[src/hdl/arm_issue_pkg.sv]
package arm_issue_pkg;

	// condition field, insn[31:28]
	localparam logic [3:0] cond_eq = 4'h0;
	localparam logic [3:0] cond_ne = 4'h1;
	localparam logic [3:0] cond_cs = 4'h2;
	localparam logic [3:0] cond_cc = 4'h3;
	localparam logic [3:0] cond_mi = 4'h4;
	localparam logic [3:0] cond_pl = 4'h5;
	localparam logic [3:0] cond_vs = 4'h6;
	localparam logic [3:0] cond_vc = 4'h7;
	localparam logic [3:0] cond_hi = 4'h8;
	localparam logic [3:0] cond_ls = 4'h9;
	localparam logic [3:0] cond_ge = 4'ha;
	localparam logic [3:0] cond_lt = 4'hb;
	localparam logic [3:0] cond_gt = 4'hc;
	localparam logic [3:0] cond_le = 4'hd;
	localparam logic [3:0] cond_al = 4'he;
	localparam logic [3:0] cond_nv = 4'hf;

	// data processing opcode, insn[24:21]
	localparam logic [3:0] alu_and = 4'h0;
	localparam logic [3:0] alu_eor = 4'h1;
	localparam logic [3:0] alu_sub = 4'h2;
	localparam logic [3:0] alu_rsb = 4'h3;
	localparam logic [3:0] alu_add = 4'h4;
	localparam logic [3:0] alu_adc = 4'h5;
	localparam logic [3:0] alu_sbc = 4'h6;
	localparam logic [3:0] alu_rsc = 4'h7;
	localparam logic [3:0] alu_tst = 4'h8;
	localparam logic [3:0] alu_teq = 4'h9;
	localparam logic [3:0] alu_cmp = 4'ha;
	localparam logic [3:0] alu_cmn = 4'hb;
	localparam logic [3:0] alu_orr = 4'hc;
	localparam logic [3:0] alu_mov = 4'hd;
	localparam logic [3:0] alu_bic = 4'he;
	localparam logic [3:0] alu_mvn = 4'hf;

	// shift kind, insn[6:5]
	localparam logic [1:0] shift_lsl = 2'b00;
	localparam logic [1:0] shift_lsr = 2'b01;
	localparam logic [1:0] shift_asr = 2'b10;
	localparam logic [1:0] shift_ror = 2'b11;

	// flags word is {n, z, c, v}
	localparam int flag_n = 3;
	localparam int flag_z = 2;
	localparam int flag_c = 1;
	localparam int flag_v = 0;

	localparam int num_regs = 16;
	localparam logic [3:0] reg_pc = 4'd15;	// never tracked
	localparam logic [3:0] reg_lr = 4'd14;

	// class patterns, ? is don't care; tried top to bottom
	localparam logic [31:0] pat_mult         = 32'b????_0000_00??_????_????_????_1001_????;
	localparam logic [31:0] pat_mrs          = 32'b????_0001_0?00_1111_????_0000_0000_0000;
	localparam logic [31:0] pat_msr          = 32'b????_0001_0?10_1001_1111_0000_0000_????;
	localparam logic [31:0] pat_msr_flags    = 32'b????_00?1_0?10_1000_1111_????_????_????;
	localparam logic [31:0] pat_swp          = 32'b????_0001_0?00_????_????_0000_1001_????;
	localparam logic [31:0] pat_bx           = 32'b????_0001_0010_1111_1111_1111_00?1_????;
	localparam logic [31:0] pat_hdata_reg    = 32'b????_000?_?0??_????_????_0000_1??1_????;
	localparam logic [31:0] pat_hdata_imm    = 32'b????_000?_?1??_????_????_????_1??1_????;
	localparam logic [31:0] pat_alu          = 32'b????_00??_????_????_????_????_????_????;
	localparam logic [31:0] pat_ldrstr_undef = 32'b????_011?_????_????_????_????_???1_????;
	localparam logic [31:0] pat_ldrstr       = 32'b????_01??_????_????_????_????_????_????;
	localparam logic [31:0] pat_ldmstm       = 32'b????_100?_????_????_????_????_????_????;
	localparam logic [31:0] pat_branch       = 32'b????_101?_????_????_????_????_????_????;
	localparam logic [31:0] pat_ldcstc       = 32'b????_110?_????_????_????_????_????_????;
	localparam logic [31:0] pat_cdp          = 32'b????_1110_????_????_????_????_???0_????;
	localparam logic [31:0] pat_mrcmcr       = 32'b????_1110_????_????_????_????_???1_????;
	localparam logic [31:0] pat_swi          = 32'b????_1111_????_????_????_????_????_????;

endpackage
[src/hdl/issue_top.sv]
module issue_top (
	input  logic        clk,
	input  logic        rst_b,
	input  logic        stall_1a,
	input  logic        flush_1a,
	input  logic        bubble_1a,
	input  logic [31:0] insn_1a,
	input  logic [31:0] pc_1a,
	input  logic        flags_we,	// writeback strobe
	input  logic [3:0]  flags_wdata,
	output logic        stall_0a,
	output logic        bubble_2a,
	output logic [31:0] pc_2a,
	output logic [31:0] insn_2a
);

	logic [3:0] flags;	// current nzcv

	flags_reg u_flags (
		.clk         (clk),
		.rst_b       (rst_b),
		.flags_we    (flags_we),
		.flags_wdata (flags_wdata),
		.flags       (flags)
	);

	issue_stage u_issue (
		.clk       (clk),
		.rst_b     (rst_b),
		.stall_1a  (stall_1a),
		.flush_1a  (flush_1a),
		.bubble_1a (bubble_1a),
		.insn_1a   (insn_1a),
		.pc_1a     (pc_1a),
		.flags     (flags),
		.stall_0a  (stall_0a),
		.bubble_2a (bubble_2a),
		.pc_2a     (pc_2a),
		.insn_2a   (insn_2a)
	);

endmodule

[src/hdl/issue_stage.sv]
module issue_stage import arm_issue_pkg::*; (
	input  logic        clk,
	input  logic        rst_b,
	input  logic        stall_1a,	// pipeline control
	input  logic        flush_1a,
	input  logic        bubble_1a,	// from decode
	input  logic [31:0] insn_1a,
	input  logic [31:0] pc_1a,
	input  logic [3:0]  flags,
	output logic        stall_0a,	// back to decode
	output logic        bubble_2a,	// toward execute
	output logic [31:0] pc_2a,
	output logic [31:0] insn_2a
);

	logic                use_flags_1a;
	logic [num_regs-1:0] use_regs_1a;
	logic                def_flags_1a;
	logic [num_regs-1:0] def_regs_1a;
	logic                condition_met_1a;

	insn_decode u_decode (
		.insn      (insn_1a),
		.use_flags (use_flags_1a),
		.use_regs  (use_regs_1a),
		.def_flags (def_flags_1a),
		.def_regs  (def_regs_1a)
	);

	cond_eval u_cond (
		.cond          (insn_1a[31:28]),
		.flags         (flags),
		.condition_met (condition_met_1a)
	);

	// defs still ahead of writeback, one slot per stage
	logic                flags_inflight_2a, flags_inflight_3a;
	logic [num_regs-1:0] regs_inflight_2a, regs_inflight_3a;
	logic                waiting_flags_1a, waiting_regs_1a, waiting_1a;
	logic                delayed_flush_1a;
	logic                kill_1a;

	assign waiting_flags_1a = use_flags_1a && (flags_inflight_2a || flags_inflight_3a);
	assign waiting_regs_1a = |(use_regs_1a & (regs_inflight_2a | regs_inflight_3a));
	assign waiting_1a = waiting_flags_1a || waiting_regs_1a;
	assign stall_0a = stall_1a || (waiting_1a && !bubble_1a && !flush_1a);

	// anything that turns this slot into a bubble
	assign kill_1a = bubble_1a || waiting_1a || !condition_met_1a ||
		flush_1a || delayed_flush_1a;

	// flush seen while held, applied to the next slot that moves
	always_ff @(posedge clk or negedge rst_b)
	begin
		if (!rst_b)
			delayed_flush_1a <= 1'b0;
		else if (flush_1a && stall_0a)
			delayed_flush_1a <= 1'b1;
		else if (!stall_0a)
			delayed_flush_1a <= 1'b0;
	end

	always_ff @(posedge clk or negedge rst_b)
	begin
		if (!rst_b)
		begin
			flags_inflight_2a <= 1'b0;
			flags_inflight_3a <= 1'b0;
			regs_inflight_2a <= '0;
			regs_inflight_3a <= '0;
			bubble_2a <= 1'b1;
			pc_2a <= '0;
			insn_2a <= '0;
		end
		else if (!stall_1a)
		begin
			flags_inflight_3a <= flags_inflight_2a;
			flags_inflight_2a <= kill_1a ? 1'b0 : def_flags_1a;
			regs_inflight_3a <= regs_inflight_2a;
			regs_inflight_2a <= kill_1a ? '0 : def_regs_1a;
			bubble_2a <= kill_1a;
			pc_2a <= pc_1a;
			insn_2a <= insn_1a;
		end
	end

	a_reset_bubble: assert property (@(posedge clk) $rose(rst_b) |-> bubble_2a);

	// downstream hold freezes the execute-bound slot
	a_hold_insn: assert property (
		@(posedge clk) disable iff (!rst_b)
		stall_1a |=> $stable(insn_2a)
	);

	a_no_pc_tracked: assert property (
		@(posedge clk) disable iff (!rst_b)
		!regs_inflight_2a[reg_pc] && !regs_inflight_3a[reg_pc]
	);

endmodule

[src/hdl/flags_reg.sv]
module flags_reg import arm_issue_pkg::*; (
	input  logic       clk,
	input  logic       rst_b,
	input  logic       flags_we,
	input  logic [3:0] flags_wdata,
	output logic [3:0] flags
);

	// nzcv as written back and read by the issue logic next cycle
	always_ff @(posedge clk or negedge rst_b)
	begin
		if (!rst_b)
			flags <= 4'b0000;
		else if (flags_we)
			flags <= flags_wdata;
	end

	// writeback must not hand over a half-computed result
	a_wdata_known: assert property (
		@(posedge clk) disable iff (!rst_b)
		flags_we |-> !$isunknown(flags_wdata)
	) else $error("flags_wdata unknown on write");

endmodule

[src/hdl/cond_eval.sv]
module cond_eval import arm_issue_pkg::*; (
	input  logic [3:0] cond,
	input  logic [3:0] flags,
	output logic       condition_met
);

	logic n, z, c, v;

	assign n = flags[flag_n];
	assign z = flags[flag_z];
	assign c = flags[flag_c];
	assign v = flags[flag_v];

	always_comb
	begin
		case (cond)
		cond_eq: condition_met = z;
		cond_ne: condition_met = !z;
		cond_cs: condition_met = c;
		cond_cc: condition_met = !c;
		cond_mi: condition_met = n;
		cond_pl: condition_met = !n;
		cond_vs: condition_met = v;
		cond_vc: condition_met = !v;
		cond_hi: condition_met = c && !z;	// unsigned higher
		cond_ls: condition_met = !c || z;
		cond_ge: condition_met = (n == v);	// signed compares
		cond_lt: condition_met = (n != v);
		cond_gt: condition_met = !z && (n == v);
		cond_le: condition_met = z || (n != v);
		cond_al: condition_met = 1'b1;
		cond_nv: condition_met = 1'b0;	// never
		default: condition_met = 1'b0;
		endcase
	end

endmodule

[src/hdl/insn_decode.sv]
module insn_decode import arm_issue_pkg::*; (
	input  logic [31:0]         insn,
	output logic                use_flags,
	output logic [num_regs-1:0] use_regs,
	output logic                def_flags,
	output logic [num_regs-1:0] def_regs
);

	logic [3:0] rn, rd, rs, rm;
	logic [3:0] rd_mul, rn_mul;
	logic [3:0] alu_opc;
	logic       cond_matters;
	logic [num_regs-1:0] reg_list;

	assign rn = insn[19:16];
	assign rd = insn[15:12];
	assign rs = insn[11:8];
	assign rm = insn[3:0];
	assign rd_mul = insn[19:16];	// multiply swaps rn and rd
	assign rn_mul = insn[15:12];
	assign alu_opc = insn[24:21];
	assign cond_matters = (insn[31:28] != cond_al);
	assign reg_list = insn[15:0] & ~(num_regs'(1) << reg_pc);	// block transfer list, pc dropped

	function automatic logic [num_regs-1:0] reg_bit(input logic [3:0] r);
		if (r == reg_pc)
			return '0;
		return num_regs'(1) << r;
	endfunction

	// ops whose carry out comes from the shifter
	function automatic logic alu_is_logical(input logic [3:0] op);
		case (op)
		alu_and, alu_eor, alu_tst, alu_teq, alu_orr, alu_mov, alu_bic, alu_mvn:
			return 1'b1;
		alu_sub, alu_rsb, alu_add, alu_adc, alu_sbc, alu_rsc, alu_cmp, alu_cmn:
			return 1'b0;
		default:
			return 1'b0;
		endcase
	endfunction

	function automatic logic alu_flags_only(input logic [3:0] op);
		return (op == alu_tst) || (op == alu_teq) || (op == alu_cmp) || (op == alu_cmn);
	endfunction

	// register operand shift that reads C, op2 is insn[11:0]
	function automatic logic shift_needs_carry(input logic [11:0] op2, input logic logical_s);
		logic by_reg;
		logic [4:0] amount;
		by_reg = op2[4];
		amount = op2[11:7];
		case (op2[6:5])
		shift_lsl: return logical_s && (by_reg || amount == 5'd0);	// zero shift passes C
		shift_lsr, shift_asr: return logical_s && by_reg;
		shift_ror: return by_reg ? logical_s : (amount == 5'd0);	// rrx
		default: return 1'b0;
		endcase
	endfunction

	always_comb
	begin
		use_flags = 1'b0;
		use_regs = '0;
		def_flags = 1'b0;
		def_regs = '0;
		casez (insn)
		pat_mult:	// ahead of alu, it is a subset of it
		begin
			use_flags = cond_matters;
			use_regs = (insn[21] ? reg_bit(rn_mul) : '0) | reg_bit(rs) | reg_bit(rm);	// accumulate
			def_flags = insn[20];
			def_regs = reg_bit(rd_mul);
		end
		pat_mrs:
		begin
			use_flags = cond_matters || !insn[22];	// source is cpsr
			def_regs = reg_bit(rd);
		end
		pat_msr:
		begin
			use_flags = cond_matters;
			use_regs = reg_bit(rm);
			def_flags = 1'b1;
		end
		pat_msr_flags:
		begin
			use_flags = cond_matters;
			use_regs = insn[25] ? '0 : reg_bit(rm);
			def_flags = 1'b1;
		end
		pat_swp:
		begin
			use_flags = cond_matters;
			use_regs = reg_bit(rn) | reg_bit(rm);
			def_regs = reg_bit(rd);
		end
		pat_bx:
		begin
			use_flags = cond_matters;
			use_regs = reg_bit(rm);
			def_regs = insn[5] ? reg_bit(reg_lr) : '0;	// blx links
		end
		pat_hdata_reg:
		begin
			use_flags = cond_matters;
			use_regs = reg_bit(rn) | reg_bit(rm) | (insn[20] ? '0 : reg_bit(rd));
			def_regs = insn[20] ? reg_bit(rd) : '0;
		end
		pat_hdata_imm:
		begin
			use_flags = cond_matters;
			use_regs = reg_bit(rn) | (insn[20] ? '0 : reg_bit(rd));
			def_regs = insn[20] ? reg_bit(rd) : '0;
		end
		pat_alu:
		begin
			use_flags = cond_matters || (!insn[25] &&
				shift_needs_carry(insn[11:0], insn[20] && alu_is_logical(alu_opc)));
			use_regs = (insn[25] ? '0 : (insn[4] ? (reg_bit(rs) | reg_bit(rm)) : reg_bit(rm))) |
				((alu_opc != alu_mov && alu_opc != alu_mvn) ? reg_bit(rn) : '0);
			def_flags = insn[20];
			def_regs = alu_flags_only(alu_opc) ? '0 : reg_bit(rd);
		end
		pat_ldrstr_undef:
		begin
			// undefined space, touches nothing
			use_flags = 1'b0;
			use_regs = '0;
		end
		pat_ldrstr:
		begin
			use_flags = cond_matters;
			use_regs = reg_bit(rn) | (insn[25] ? reg_bit(rm) : '0) | (insn[20] ? '0 : reg_bit(rd));
			def_regs = (insn[20] ? reg_bit(rd) : '0) |
				((insn[21] || !insn[24]) ? reg_bit(rn) : '0);	// writeback or post-index
		end
		pat_ldmstm:
		begin
			use_flags = cond_matters;
			use_regs = reg_bit(rn) | (insn[20] ? '0 : reg_list);
			def_flags = insn[22];	// covers ldm with psr restore
			def_regs = (insn[21] ? reg_bit(rn) : '0) | (insn[20] ? reg_list : '0);
		end
		pat_branch:
		begin
			use_flags = cond_matters;
			def_regs = insn[24] ? reg_bit(reg_lr) : '0;
		end
		pat_ldcstc:
		begin
			use_flags = cond_matters;
			use_regs = reg_bit(rn);
			def_regs = insn[21] ? reg_bit(rn) : '0;
		end
		pat_cdp: use_flags = cond_matters;
		pat_mrcmcr:
		begin
			use_flags = cond_matters;
			use_regs = insn[20] ? '0 : reg_bit(rd);	// mcr reads rd
			def_regs = insn[20] ? reg_bit(rd) : '0;
		end
		pat_swi: use_flags = cond_matters;
		default: use_flags = 1'b0;	// no class, nothing read or written
		endcase
	end

endmodule

[config.mk]
export PLATFORM = sky130hd
export DESIGN_NAME = issue_top
export DESIGN_NICKNAME = d
export VERILOG_FILES = /design/src/hdl/arm_issue_pkg.sv /design/src/hdl/issue_top.sv /design/src/hdl/issue_stage.sv /design/src/hdl/flags_reg.sv /design/src/hdl/cond_eval.sv /design/src/hdl/insn_decode.sv
export SDC_FILE = /design/constraint.sdc
export NUM_CORES = 1
export LEC_CHECK = 0
export ABC_AREA = 0
export BUFFER_PORTS_ARGS = -buffer_cell sky130_fd_sc_hd__buf_2
export CAP_MARGIN = 20
export CORE_MARGIN = 5
export CORE_UTILIZATION = 52
export DETAILED_ROUTE_END_ITERATION = 8
export PLACE_DENSITY = 0.88
export SLEW_MARGIN = 20
export SYNTH_ARGS = -nofsm -noshare
export SYNTH_HDL_FRONTEND = slang
export SYNTH_SLANG_ARGS = --single-unit
[constraint.sdc]
create_clock -name clk -period 3.9 [get_ports clk]
set_input_delay 0.78 -clock clk [delete_from_list [all_inputs] [get_ports clk]]
set_output_delay 0.78 -clock clk [all_outputs]
set_load 0.01 [all_outputs]
==> out/results.ini <==
[status]
outcome = finished with violations
violations = negative setup slack

[critical_path]
critPathArrivalTime_ns = 3.55
start_kind = primary input
cpMostUsedCell = or4_4
cp-end-kind = primary output
slowest_delay_ns = 0.55
required_ns = 3.12
crit_buf_inv = 2
cp_slowest_cell = or4_4
path_max_fanout = 3
reg2reg_from = u_issue.regs_inflight_2a[0]
cp_cell_sequence = buf_6 -> or4_4 -> or3b_1 -> or4_4 -> o2111ai_4 -> o2bb2ai_2 -> or3_1 -> a211o_1 -> o31a_1 -> buf_2
critical_path.top_delay_family = simple AND/OR/NAND/NOR gates
worstSetupStartpoint = insn_1a[1]
path_class = primary input to primary output

[timing]
min_period_over_period = 1.11
tns_ns = -0.428
worst_pin_slew_ns = 0.859
setup_viol = 1
maxSlewHeadroom = 0.419
hold_violations = 0
fin_crit_ns = 4.33
fin_worst_skew_ns = 0.0149
fin_ws_ns = -0.428
rsz0062_at_grt = yes
slew_viol_final = 0
fmax_ghz = 0.231

[route]
vias_per_cell = 7.02
dr.pass1.iters = 7
antenna_left = 0
route.detailed.drc = 0
dr.first_iter.drc_count = 1694
wl_mm = 35.8
routedWlPerCell_microns = 27.3
vias = 9191

[logic_synthesis]
synthArstFlopShare = 1.00
yosysSeqAreaShare = 0.338
ys_types = 80
yosys_most_used_dff = dfrtp_1
synthCells = 858
syn_nets = 933
synth_area_per_cell_sq_um = 8.82
synth_seq_cells = 102
yosys_warnings = 0
synth-edff-count = 0
syn_area_sq_um = 7560

[pwr]
powerDensity_nw_per_um2 = 281
swShare = 0.331
leakage_nw = 4.34
power_frac_clock = 0.317
ir_worst_vdd_mv = 0.285
switchingPower_uw = 935
total_power_mw = 2.83
pwr-share-comb = 0.266
internal_power_mw = 1.89
power.share.sequential = 0.416

[global_routing]
grt_pass1_vias = 8775
antenna_found_initial = 0
grt_max_degree = 67
grt_pass1_wl_mm = 53.1
track_usage = 0.416
grt_remaining_overflow = 0

[clock_network]
holdBufCountCts = 0
cts_setup_buffers = 0
numCtsBuffers = 9
htree_levels = 3
cts_buffer_depth = 2
clock_sinks = 102
clk_pin_slew_ns = 0.08
cts_resized = 2
clkLatencyLatePin_ns = 0.37
cts_root_buffer = clkbuf_16
cts_tree = built

[finish]
n_antenna_cell = 0
drive_gt1_frac = 0.408
num-fill-cells = 1105
top_regs = u_issue.insn_2a (32), u_issue.pc_2a (32)
areaGrowthSynthToFinish_pct = 32.8
finalNetCount = 1196
final_cells = 1310

[placement]
place_hpwl_mm = 27.2
gp_congestion = 1.10
io_buffers = 139
dp_cells = 1294

[floorplanning]
fp.dieW_microns = 131
io_pins = 140
num_rows = 44
fp.dieH_microns = 131
die_area_sq_um = 17100
core-area_sq_um = 14400
start_util = 0.524

[worst_hold_path]
hold_class = primary input to async pin

[run]
maxCapViolCount = 0

-- cell usage after synthesis, types with 7 or more instances --
| library cell | n | area share |
|---|---|---|
| o22ai_1 | 29 | 0.024 |
| nor4_1 | 16 | 0.013 |
| a221oi_1 | 10 | 0.012 |
| o21ai_0 | 50 | 0.033 |
| o31ai_1 | 13 | 0.013 |
| nor3_1 | 17 | 0.011 |
| nand3_1 | 17 | 0.011 |
| nor2b_1 | 21 | 0.017 |
| nand2b_1 | 10 | 0.0083 |
| nand2_1 | 83 | 0.041 |
| nor4b_1 | 13 | 0.015 |
| a32oi_1 | 11 | 0.013 |
| a21oi_1 | 44 | 0.029 |
| o41ai_1 | 9 | 0.010 |
| a31oi_1 | 17 | 0.014 |
| inv_1 | 12 | 0.0060 |
| or2_2 | 10 | 0.0083 |
| clkbuf_1 | 69 | 0.034 |
| o41ai_2 | 7 | 0.015 |
| nor4bb_1 | 9 | 0.012 |
| dfrtp_1 | 101 | 0.33 |
| a22oi_1 | 12 | 0.012 |
| nand3b_1 | 7 | 0.0069 |
| mux2_2 | 74 | 0.11 |
| o221ai_1 | 8 | 0.0093 |
| or4_1 | 7 | 0.0069 |
| nor2_1 | 42 | 0.021 |
-- logic make-up (layout without fill, tap and decap cells) --
group,Yosys count,after routing,synth area share
xor gates and xnor gates,3,3,0.00347
muxes,76,76,0.113
adders and majority gates,1,1,0.00165
DFF,102,102,0.338
and+or+nand+nor,301,301,0.226
buffers and inverters,93,361,0.0495
AOI/OAI and AO/OA,282,282,0.269
-- placed cells by master (no fill, tap or decap), types with 8 or more instances in the layout --
cell type,Yosys,final
buf_4,1,191
buf_2,4,136
dfrtp_1,101,101
nand2_1,83,83
mux2_2,74,74
o21ai_0,50,50
a21oi_1,44,44
nor2_1,42,42
o22ai_1,29,29
nor2b_1,21,21
a31oi_1,17,17
nor3_1,17,17
nand3_1,17,17
nor4_1,16,14
o31ai_1,13,13
inv_1,12,12
a22oi_1,12,12
a32oi_1,11,11
nor4b_1,13,11
nand2b_1,10,10
or2_2,10,10
a221oi_1,10,10
o41ai_1,9,9
clkbuf_16,0,9
nor4bb_1,9,8
-- path summary, 6_finish.rpt --
kind / slack (ns) / end / cells after the start
min in group clk: 0.49 / u_issue.insn_2a[29] / 2
hold / removal: 0.46 / u_issue.insn_2a[2] / 1
hold reg to reg: 0.49 / u_issue.insn_2a[29] / 2
setup reg to reg: 0.88 / u_issue.regs_inflight_2a[0] / 10
max in group asynchronous: 2.54 / u_issue.pc_2a[22] / 2
setup / recovery: -0.43 / stall_0a / 10
-- power groups by stage --
stage,clock [mW],sequential [mW],combinational (mW)
floorplan,0,1.22,0.311
global placement,0,1.19,0.714
detailed placement,0,1.19,0.724
CTS,0.903,1.17,0.731
global route,0.933,1.19,0.788
finish,0.896,1.18,0.753
-- metal layers --
layer  up-vias  track usage  share of wire
met2       860        0.632           0.43
li1       3863            -              -
met1      4304        0.555           0.37
met5         -            0              0
met4         0        0.183          0.054
met3       164        0.115           0.14
-- metrics by stage --
| stage | worst slack [ns] | hold WS (ns) | area [sq um] | util |
|---|---|---|---|---|
| finish | -0.428 | 0.459 | 10000 | 0.696 |
| floorplan | -0.295 | 0.462 | 7580 | - |
| detailed placement | -0.411 | 0.469 | 9730 | 0.674 |
| CTS | -0.401 | 0.482 | 10000 | 0.695 |
| global placement | -0.394 | 0.462 | 9730 | 0.674 |
| global route | -0.482 | 0.512 | 10000 | 0.696 |
-- final cells by class --
type,count,area [sq um],area share
repair buffers,333,2230,0.222
well taps,184,230,0.0229
inverters,12,45.0,0.00449
flip-flops and latches,102,2550,0.254
clock buffers,10,229,0.0228
multi-input cells,663,4700,0.468
clock inverters,6,53.8,0.00536
Power figures use the tool's default switching activity.
